$ cat config.mk
export PLATFORM = sky130hd
export DESIGN_NAME = pit_counter
export DESIGN_NICKNAME = d
export VERILOG_FILES = /design/src/hw/pit_pkg.sv /design/src/hw/pit_if.sv /design/src/hw/pit_counter.sv /design/src/hw/pit_out_result.sv /design/src/hw/pit_count_execute.sv /design/src/hw/pit_control_decode.sv
export VERILOG_INCLUDE_DIRS = /design/src /design/src/hw
export SDC_FILE = /design/constraint.sdc
export NUM_CORES = 1
export LEC_CHECK = 0
export ABC_AREA = 0
export BUFFER_PORTS_ARGS = -buffer_cell sky130_fd_sc_hd__buf_4
export CORE_UTILIZATION = 35
export CTS_CLUSTER_SIZE = 8
export DETAILED_ROUTE_END_ITERATION = 8
export PLACE_DENSITY = 0.51
export SLEW_MARGIN = 20
export SYNTH_ARGS = -nofsm -noshare
export SYNTH_HDL_FRONTEND = slang
export SYNTH_SLANG_ARGS = --single-unit
$ cat constraint.sdc
create_clock -name clock -period 2.7 [get_ports clock]
set_input_delay 0.135 -clock clock [delete_from_list [all_inputs] [get_ports clock]]
set_output_delay 0.135 -clock clock [all_outputs]
set_load 0.05 [all_outputs]
$ cat src/hw/pit_cfg.svh
/*
 * Bus and count widths, control word field positions, zero count
 */

`ifndef PIT_CFG_SVH
`define PIT_CFG_SVH

// Bus byte and count widths
`define PIT_DATA_W      8
`define PIT_COUNT_W     16

// Control word fields
`define PIT_RW_LSB      4
`define PIT_RW_W        2
`define PIT_MODE_LSB    1
`define PIT_MODE_W      3

// Loaded as zero, counts as 65536
`define PIT_COUNT_ZERO  {`PIT_COUNT_W{1'b0}}

`endif
$ cat src/hw/pit_pkg.sv
/*
 * Mode and read/load enums, count type
 */

`include "pit_cfg.svh"

package pit_pkg;

    // Modes 1, 3 and 5 all land on mode_other
    typedef enum logic [`PIT_MODE_W-1:0] {
        mode_0     = 3'd0,
        mode_2     = 3'd2,
        mode_4     = 3'd4,
        mode_other = 3'd7
    } pit_mode_e;

    // RL field of the control word
    typedef enum logic [`PIT_RW_W-1:0] {
        rw_latch   = 2'b00,
        rw_lsb     = 2'b01,
        rw_msb     = 2'b10,
        rw_lsb_msb = 2'b11
    } pit_rw_e;

    typedef logic [`PIT_COUNT_W-1:0] count_t;

endpackage

$ cat src/hw/pit_if.sv
/*
 * pit_cfg_if: configuration and load requests from the control decoder
 * pit_count_if: count state from the count engine
 */

`timescale 1ns/1ps

interface pit_cfg_if import pit_pkg::*; ();
    pit_mode_e mode;
    pit_rw_e   rw_select;
    count_t    preset;
    logic      config_write;
    logic      latch_cmd;
    logic      load_req;
    logic      armed;

    modport source (
        output mode, rw_select, preset, config_write, latch_cmd, load_req, armed
    );

    modport sink (
        input  mode, rw_select, preset, config_write, latch_cmd, load_req, armed
    );
endinterface

interface pit_count_if import pit_pkg::*; ();
    count_t count;
    logic   count_edge;
    logic   loaded;
    logic   terminal;

    modport source (
        output count, count_edge, loaded, terminal
    );

    modport sink (
        input  count, count_edge, loaded, terminal
    );
endinterface

$ cat src/hw/pit_counter.sv
/*
 * Interval timer counter channel, top level
 */

`timescale 1ns/1ps
`include "pit_cfg.svh"

module pit_counter (
    input  logic                   clock,
    input  logic                   reset,
    input  logic [`PIT_DATA_W-1:0] data_bus,
    input  logic                   write_control,
    input  logic                   write_counter,
    input  logic                   read_counter,
    input  logic                   counter_clock,
    input  logic                   counter_gate,
    output logic [`PIT_DATA_W-1:0] read_data,
    output logic                   counter_out
);

    pit_cfg_if   cfg_bus ();
    pit_count_if cnt_bus ();

    pit_control_decode u_control_decode (
        .clock         (clock),
        .reset         (reset),
        .data_bus      (data_bus),
        .write_control (write_control),
        .write_counter (write_counter),
        .cfg           (cfg_bus),
        .loaded        (cnt_bus.loaded)
    );

    pit_count_execute u_count_execute (
        .clock         (clock),
        .reset         (reset),
        .counter_clock (counter_clock),
        .counter_gate  (counter_gate),
        .cfg           (cfg_bus),
        .cnt           (cnt_bus)
    );

    pit_out_result u_out_result (
        .clock         (clock),
        .reset         (reset),
        .read_counter  (read_counter),
        .cfg           (cfg_bus),
        .cnt           (cnt_bus),
        .read_data     (read_data),
        .counter_out   (counter_out)
    );

endmodule

$ cat src/hw/pit_out_result.sv
/*
 * counter_out waveform per mode, read latch and read byte sequencing
 */

`timescale 1ns/1ps
`include "pit_cfg.svh"

module pit_out_result
    import pit_pkg::*;
(
    input  logic                   clock,
    input  logic                   reset,
    input  logic                   read_counter,
    pit_cfg_if.sink                cfg,
    pit_count_if.sink              cnt,
    output logic [`PIT_DATA_W-1:0] read_data,
    output logic                   counter_out
);

    logic   read_prev;
    logic   read_fall;
    logic   read_msb_next;
    logic   last_byte;
    logic   latched;
    logic   edge_q;
    logic   load_q;
    logic   term_prev;
    count_t latch_value;

    // Count is settled one clock after count_edge
    always_ff @(posedge clock) begin
        if (reset) begin
            edge_q    <= 1'b0;
            load_q    <= 1'b0;
            term_prev <= 1'b0;
        end else begin
            edge_q <= cnt.count_edge;
            load_q <= cnt.loaded;
            if (edge_q)
                term_prev <= cnt.terminal;
        end
    end

    always_ff @(posedge clock) begin
        if (reset) begin
            counter_out <= 1'b0;
        end else begin
            case (cfg.mode)
                mode_0: begin
                    if (!cfg.armed || cfg.load_req)
                        counter_out <= 1'b0;
                    else if (edge_q && cnt.terminal && !load_q)
                        counter_out <= 1'b1;
                end
                mode_2: begin
                    // Low only while the count sits at 1
                    if (!cfg.armed)
                        counter_out <= 1'b1;
                    else if (edge_q)
                        counter_out <= (cnt.count != count_t'(1));
                end
                mode_4: begin
                    if (!cfg.armed || cfg.load_req)
                        counter_out <= 1'b1;
                    else if (edge_q)
                        counter_out <= !(cnt.terminal && !term_prev && !load_q);
                end
                default: counter_out <= counter_out;
            endcase
        end
    end

    always_ff @(posedge clock) begin
        if (reset)
            read_prev <= 1'b0;
        else
            read_prev <= read_counter;
    end

    always_comb begin
        read_fall = read_prev & ~read_counter;
        last_byte = (cfg.rw_select != rw_lsb_msb) || read_msb_next;
    end

    always_ff @(posedge clock) begin
        if (reset) begin
            read_msb_next <= 1'b0;
        end else if (cfg.config_write) begin
            read_msb_next <= (cfg.rw_select == rw_msb);
        end else if (read_fall && (cfg.rw_select == rw_lsb_msb)) begin
            read_msb_next <= ~read_msb_next;
        end
    end

    // Further latch commands are ignored until the latch is read out
    always_ff @(posedge clock) begin
        if (reset)
            latched <= 1'b0;
        else if (cfg.config_write)
            latched <= 1'b0;
        else if (cfg.latch_cmd && !latched)
            latched <= 1'b1;
        else if (read_fall && last_byte)
            latched <= 1'b0;
    end

    always_ff @(posedge clock) begin
        if (!latched)
            latch_value <= cnt.count;
    end

    always_ff @(posedge clock) begin
        if (reset)
            read_data <= '0;
        else if (read_msb_next)
            read_data <= latch_value[`PIT_DATA_W +: `PIT_DATA_W];
        else
            read_data <= latch_value[0 +: `PIT_DATA_W];
    end

endmodule

$ cat src/hw/pit_count_execute.sv
/*
 * Count engine: counter_clock and counter_gate sampling,
 * falling edge detect, preset load and binary down count
 */

`timescale 1ns/1ps
`include "pit_cfg.svh"

module pit_count_execute
    import pit_pkg::*;
(
    input  logic        clock,
    input  logic        reset,
    input  logic        counter_clock,
    input  logic        counter_gate,
    pit_cfg_if.sink     cfg,
    pit_count_if.source cnt
);

    logic   clk_sync;
    logic   clk_prev;
    logic   gate_sync;
    logic   edge_q;
    logic   active;
    logic   load_now;
    count_t count_q;
    count_t count_next;

    // One synchronizer stage for the external pins
    always_ff @(posedge clock) begin
        if (reset) begin
            clk_sync  <= 1'b0;
            gate_sync <= 1'b0;
        end else begin
            clk_sync  <= counter_clock;
            gate_sync <= counter_gate;
        end
    end

    // Registered falling edge of counter_clock
    always_ff @(posedge clock) begin
        if (reset) begin
            clk_prev <= 1'b0;
            edge_q   <= 1'b0;
        end else begin
            clk_prev <= clk_sync;
            edge_q   <= clk_prev & ~clk_sync;
        end
    end

    always_comb begin
        active   = (cfg.mode != mode_other);
        load_now = edge_q && cfg.load_req && active;
    end

    always_comb begin
        count_next = count_q;
        if (load_now) begin
            count_next = cfg.preset;
        end else if (edge_q && gate_sync && active) begin
            // Mode 2 reloads instead of reaching zero
            if ((cfg.mode == mode_2) && (count_q == count_t'(1)))
                count_next = cfg.preset;
            else
                count_next = count_q - count_t'(1);
        end
    end

    always_ff @(posedge clock) begin
        if (reset) begin
            count_q <= `PIT_COUNT_ZERO;
        end else if (!cfg.armed) begin
            count_q <= `PIT_COUNT_ZERO;
        end else begin
            count_q <= count_next;
        end
    end

    assign cnt.count      = count_q;
    assign cnt.count_edge = edge_q;
    assign cnt.loaded     = load_now;
    assign cnt.terminal   = (count_q == `PIT_COUNT_ZERO);

endmodule

$ cat src/hw/pit_control_decode.sv
/*
 * Control word and count write decoder
 * Holds mode, read/load format, write byte step and preset
 */

`timescale 1ns/1ps
`include "pit_cfg.svh"

module pit_control_decode
    import pit_pkg::*;
(
    input  logic                   clock,
    input  logic                   reset,
    input  logic [`PIT_DATA_W-1:0] data_bus,
    input  logic                   write_control,
    input  logic                   write_counter,
    pit_cfg_if.source              cfg,
    input  logic                   loaded
);

    pit_rw_e   ctrl_rw;
    pit_mode_e ctrl_mode;
    logic      take_config;
    logic      take_latch;
    logic      write_msb_next;
    logic      count_done;

    // 110 is still mode 2, 111 is mode 3
    function automatic pit_mode_e decode_mode(input logic [`PIT_MODE_W-1:0] field);
        pit_mode_e m;
        casez (field)
            3'b000:  m = mode_0;
            3'b?10:  m = mode_2;
            3'b100:  m = mode_4;
            default: m = mode_other;
        endcase
        return m;
    endfunction

    always_comb begin
        ctrl_rw     = pit_rw_e'(data_bus[`PIT_RW_LSB +: `PIT_RW_W]);
        ctrl_mode   = decode_mode(data_bus[`PIT_MODE_LSB +: `PIT_MODE_W]);
        take_latch  = write_control && (ctrl_rw == rw_latch);
        take_config = write_control && (ctrl_rw != rw_latch);
        // Last byte of the count for the current format
        count_done  = write_counter &&
                      ((cfg.rw_select != rw_lsb_msb) || write_msb_next);
    end

    always_ff @(posedge clock) begin
        if (reset) begin
            cfg.mode      <= mode_0;
            cfg.rw_select <= rw_lsb_msb;
        end else if (take_config) begin
            cfg.mode      <= ctrl_mode;
            cfg.rw_select <= ctrl_rw;
        end
    end

    // One-cycle command pulses
    always_ff @(posedge clock) begin
        if (reset) begin
            cfg.config_write <= 1'b0;
            cfg.latch_cmd    <= 1'b0;
        end else begin
            cfg.config_write <= take_config;
            cfg.latch_cmd    <= take_latch;
        end
    end

    always_ff @(posedge clock) begin
        if (reset) begin
            write_msb_next <= 1'b0;
        end else if (take_config) begin
            write_msb_next <= (ctrl_rw == rw_msb);
        end else if (write_counter && (cfg.rw_select == rw_lsb_msb)) begin
            write_msb_next <= ~write_msb_next;
        end
    end

    // Single-byte formats clear the other half
    always_ff @(posedge clock) begin
        if (write_counter) begin
            case (cfg.rw_select)
                rw_lsb: cfg.preset <= {{`PIT_DATA_W{1'b0}}, data_bus};
                rw_msb: cfg.preset <= {data_bus, {`PIT_DATA_W{1'b0}}};
                default: begin
                    if (write_msb_next)
                        cfg.preset[`PIT_DATA_W +: `PIT_DATA_W] <= data_bus;
                    else
                        cfg.preset[0 +: `PIT_DATA_W] <= data_bus;
                end
            endcase
        end
    end

    always_ff @(posedge clock) begin
        if (reset) begin
            cfg.load_req <= 1'b0;
            cfg.armed    <= 1'b0;
        end else if (take_config) begin
            cfg.load_req <= 1'b0;
            cfg.armed    <= 1'b0;
        end else if (count_done) begin
            cfg.armed <= 1'b1;
            // Mode 2 picks up a new preset at the next reload
            if (!((cfg.mode == mode_2) && cfg.armed))
                cfg.load_req <= 1'b1;
        end else if (loaded) begin
            cfg.load_req <= 1'b0;
        end
    end

endmodule

Word level (Yosys, flattened, before mapping)
Index checks and enable logic that the tools add are counted.
- bits in registers: 77
- input bits: 15
- output and inout bits: 9
- word-level logic and storage cells: 116
- add/sub/neg operators: 1
- equal/unequal tests: 17
- multiplexer cells: 24
- bitwise logic cells: 7
- reduce and logical (&&, ||, !) cells: 44
- operators by type and width (operator ; number):
    2-to-1 mux 16 bit ; 3
    one-hot mux 16 bit (2 select lines) ; 1
    2-to-1 mux 8 bit ; 3
    logical AND 1 bit ; 17
    == test 16 x 1 -> 1 bit (second input constant) ; 1
    logical NOT 16 bit ; 1
    inequality test 16 x 1 -> 1 bit (second input constant) ; 1
    subtractor 16 x 1 -> 16 bit (second input constant) ; 1
    2-to-1 mux 1 bit ; 15
    nonzero test 2 bit ; 6
    one-hot mux 3 bit (3 select lines) ; 1
    == test 2 bit (second input constant) ; 4
    == test 3 bit (second input constant) ; 2
    logical NOT 3 bit ; 2
    inequality test 3 x 1 -> 1 bit (second input constant) ; 2
    inequality test 3 bit (second input constant) ; 2
    AND reduction 2 bit ; 3
    nonzero test 3 bit ; 2
    OR reduction 2 bit ; 3
    logical NOT 1 bit ; 5
    inverter 1 bit ; 5
    inequality test 2 bit (second input constant) ; 2
    AND reduction 4 bit ; 1
    == test 3 x 2 -> 1 bit (second input constant) ; 1
    6 further kinds ; 9

Longest topological paths before layout
- word-level depth: 7
- gate-level depth with buffers: 8
- gate-level depth less buffers: 7

By module
Synthesis repeated with hierarchy kept, for this count alone.
- cell total of the unflattened synthesis: 325
- area, all modules: 3490.8 um^2
- by module, submodules not included (module ; times used ; cells each ; area each (um^2) ; sequential area each (um^2)):
    pit_count_execute ; 1 ; 154 ; 1273.7 ; 400.4
    pit_out_result ; 1 ; 90 ; 1153.6 ; 780.7
    pit_control_decode ; 1 ; 81 ; 1063.5 ; 680.7

Worst setup path after synthesis
Ideal clock, no wire load.
- kind: register to register
- start: register u_count_execute.count_q[0] (netlist: u_count_execute.cnt.count[0])
- end: register u_out_result.counter_out
- library setup time: 0.072 ns
- data arrival time: 1.910 ns
- data required time: 2.628 ns
- slack: 0.718 ns
- cell stages (with the launch flop): 8
- path buffers: 0
- period minus slack after synthesis: 1.982 ns
- path through: dfxtp_1 > inv_1 > ha_1 > or4b_1 > nor2_1 > nand4b_1 > a211oi_2 > mux2i_1
- cells in the longest elaborated chain, start to end: 7
- elaborated cells between the ends (all ways): 14
- those cells by class: 2 x eq/ne; 5 x mux; 7 x reduce/logical
- RTL lines (item ; line ; source):
    start, declared ; pit_count_execute.sv:26 ; count_t count_q;
    start signal, assigned ; pit_count_execute.sv:71 ; count_q <= `PIT_COUNT_ZERO;
    start signal, assigned ; pit_count_execute.sv:73 ; count_q <= `PIT_COUNT_ZERO;
    start signal, assigned ; pit_count_execute.sv:75 ; count_q <= count_next;
    logical NOT 16 bit (no line) ; - ;
    logical AND 1 bit (2 in a row) ; pit_out_result.sv:66 ; counter_out <= !(cnt.terminal && !term_prev && !load_q);
    logical NOT 1 bit ; pit_out_result.sv:66 ;
    2-to-1 mux 1 bit ; pit_out_result.sv:65 ; else if (edge_q)
    2-to-1 mux 1 bit ; pit_out_result.sv:63 ; if (!cfg.armed || cfg.load_req)
    one-hot mux 1 bit (3 select lines) ; pit_out_result.sv:48 ; case (cfg.mode)
    end signal, assigned ; pit_out_result.sv:60 ; counter_out <= (cnt.count != count_t'(1));
    end signal, assigned ; pit_out_result.sv:66 ;
    end signal, assigned ; pit_out_result.sv:68 ; default: counter_out <= counter_out;
    end, declared ; pit_out_result.sv:17 ; output logic counter_out
Several ways; a longest one is shown, not always the timed one. The select of a mux whose other input is x is not followed.
A chain may end at the register's enable or synchronous reset.

Worst setup path in the final report
- start: register u_count_execute.count_q[8] (netlist: u_count_execute.cnt.count[8])
- end: register u_count_execute.count_q[5] (netlist: u_count_execute.cnt.count[5])
- cells in the longest elaborated chain, start to end: 5
- RTL lines (item ; line ; source):
    == test 16 x 1 -> 1 bit ; pit_count_execute.sv:62 ; if ((cfg.mode == mode_2) && (count_q == count_t'(1)))
    logical AND 1 bit ; pit_count_execute.sv:62 ;
    2-to-1 mux 16 bit ; pit_count_execute.sv:62 ;
    2-to-1 mux 16 bit ; pit_count_execute.sv:60 ; end else if (edge_q && gate_sync && active) begin
    2-to-1 mux 16 bit ; pit_count_execute.sv:58 ; if (load_now) begin
Every way passes these cells. The select of a mux whose other input is x is not followed.

==> flow_summary.ini <==
[cts]
htreeDepth = 3
cts_sinks = 77
cts_tree = yes
clk_latency_ps = 360
cts-resized-gates = 0
post_cts_buffers = 0
cts-root-buf = clkbuf_8
cts-buffers-inserted = 9
hold_buffers = 3
cts.clk_slew.worst_paths_ps = 80
max-clock-path-buffers = 2

[finish]
fin_util_pct = 42.88
n_antenna_cell = 0
drive_gt1_share_pct = 16.34
final_common_cell = dfxtp_1
syn2layout_area_growth_pct = 17.11
fillerInstances = 902
layout.nets = 376
finalNonFillerCells = 490
final_area_um2 = 4000
layout_common_cells = 45 x dfxtp_1, 34 x buf_4, 32 x edfxtp_1, 27 x nor2_1, 23 x nor2b_1

[placement]
place_ws_ps = 413.2
dp_cells = 470
place_area_um2 = 3771
place_congestion = 0.9008
io_buffer_count = 23
hpwl_mm = 6.010

[sta]
drv_slew = 0
maxSlewHeadroom_pct = 54.37
period_share_pct = 88.66
finalSetupViolCount = 0
final_hold_viol_count = 0
fin_skew_ps = 12.60
fin_setup_tns_ps = 0
fmax_mhz = 417.7
finalCriticalPeriod_ps = 2394
worstMarginPinSlew_ps = 683.8
grt_setup_unrepaired = false
whs_ps = 12.22
worst_slack_ps = 306.2

[routing]
drc = 0
vias_per_cell = 5.373
wl_per_cell_um = 17.02
ant_nets = 0
dr.pass1.iters = 4
drt_iter0_drc = 220
wl_mm = 8.341
vias = 2633

[setup_path]
worstSetupPathType = flip-flop to flip-flop
r2r_setup_slack_ps = 310
rr_worst_depth = 5
crit_fanout = 9
required_ps = 2950
r2r_end = u_count_execute.cnt.count[5]
startpoint_type = flip-flop
cp_data_arrival_time_ps = 2650
cp-end-kind = flip-flop
r2r-start = u_count_execute.cnt.count[8]

[global_route]
grt_pass1_vias = 2568
grt_overflow = 0
grt_max_degree = 31
antenna_found_initial = 0
grt_pass1_wl_mm = 13.70
track_usage_pct = 18.07

[synthesis]
yosysTopAreaCellShare_pct = 28.13
synthTopCellsByArea = edfxtp_1 28%, dfxtp_1 26%, nor2b_1 4.2%
synth_ff_type = dfxtp_1
syn_nets = 341
async_flop_share_pct = 0
synthCells = 321
synth_area_um2 = 3416
synth.distinct_cells = 58
ys_seq_area_share_pct = 54.51
yosysTopAreaCell = edfxtp_1
syn_avg_cell_area_um2 = 10.64
ys_ff_latch = 77
yosysWarnings = 0
synth_edf_count = 32

[power]
leakage_nw = 1.509
p_sw_share_pct = 24.53
clkPwrFrac_pct = 36.8
irDropWorstVdd_v = 0.0002246
power_density_nw_per_um2 = 583.8
seqPwrFrac_pct = 55.6
comb_power_share_pct = 7.6
p_int_mw = 1.763
p_total_mw = 2.335
power.switching_mw = 0.5728

[status]
status = finished, final reports clean

[floorplanning]
rows = 35
die_h_um = 100.8
dieArea_um2 = 10160
io_pins = 24
start_util_pct = 36.62
die_w_um = 100.8
core_area_um2 = 9328

[hold_path]
hold_class = input pin to flip-flop
whs_path_depth = 2
hold_start = counter_gate
worst_hold_path.endpoint = u_count_execute.gate_sync

[run]
drv_cap = 0
## area by class of cell
cell class | instances | area (um2) | share of cell area, %
sequential | 77 | 1862 | 46.54
multi-input combinational | 218 | 1451 | 36.28
clock inverter | 6 | 63.81 | 1.595
clock buffer | 10 | 127.6 | 3.190
tap | 129 | 161.4 | 4.035
inverter | 13 | 48.80 | 1.220
timing repair buffer | 37 | 285.3 | 7.132
## synth_stat cells, drive strengths merged (3+ instances only)
cell type  number
dfxtp          45
edfxtp         32
nor2           27
nor2b          23
nand2          15
nand3          14
o21ai          14
inv            13
nor3           13
a21oi          12
a211oi         11
mux2i           9
clkbuf          7
buf             6
nand4           6
nor4            6
o211ai          6
a221o           5
ha              5
nand2b          4
and3            3
or4             3
## worst max path at each step
stage                                      start                           end  slack, ps  depth (start not counted)
finish              u_count_execute.cnt.count[8]  u_count_execute.cnt.count[5]        310                          5
global route        u_count_execute.cnt.count[1]      u_out_result.counter_out        220                          7
CTS                 u_count_execute.cnt.count[8]  u_count_execute.cnt.count[5]        390                          5
detailed placement  u_count_execute.cnt.count[8]  u_count_execute.cnt.count[5]        410                          5
global placement    u_count_execute.cnt.count[8]  u_count_execute.cnt.count[5]        410                          5
floorplan           u_count_execute.cnt.count[0]      u_out_result.counter_out        720                          7
## cells by family (layout without fill, tap and decap cells)
family | after synthesis | in the layout | share of synthesized area, %
AOI/OAI and AO/OA | 73 | 73 | 15.75
xor gates and xnor gates | 3 | 3 | 0.7694
adders and majority gates | 5 | 5 | 1.832
buffers and inverters | 26 | 66 | 3.004
DFF | 77 | 77 | 54.51
muxes | 11 | 11 | 3.297
and+or+nand+nor | 126 | 126 | 20.84
## flip-flops by register name, indices dropped and copies added (netlist names), 2 cells and up
| signal | flops |
|---|---|
| u_out_result.read_data | 8 |
| u_count_execute.cnt.count | 16 |
| u_control_decode.cfg.mode | 3 |
| u_out_result.latch_value | 16 |
| u_control_decode.cfg.rw_select | 2 |
| u_control_decode.cfg.preset | 16 |
## per-layer routing
| layer | track usage, % | part of all wire, % | up-vias |
|---|---|---|---|
| li1 | - | - | 1281 |
| met1 | 24.19 | 48 | 1235 |
| met2 | 27.34 | 45 | 97 |
| met3 | 4.161 | 5.0 | 20 |
| met4 | 9.253 | 2.4 | 0 |
| met5 | 0 | 0 | - |
## power groups by stage
stage	Combinational [mW]	Clock [mW]	Sequential (mW)
after floorplan	0.105	0	1.32
after global placement	0.176	0	1.32
after detailed placement	0.175	0	1.33
after CTS	0.179	0.881	1.30
after global routing	0.197	0.922	1.30
final	0.178	0.859	1.30
## worst max-delay path, stage by stage, from the launching register on
cell and delay, ps:
dfxtp_1 380, nor4_1 580, and4_1 500, a21oi_2 220, mux2_1 370, o221a_1 230
Power figures use the tool's default switching activity.
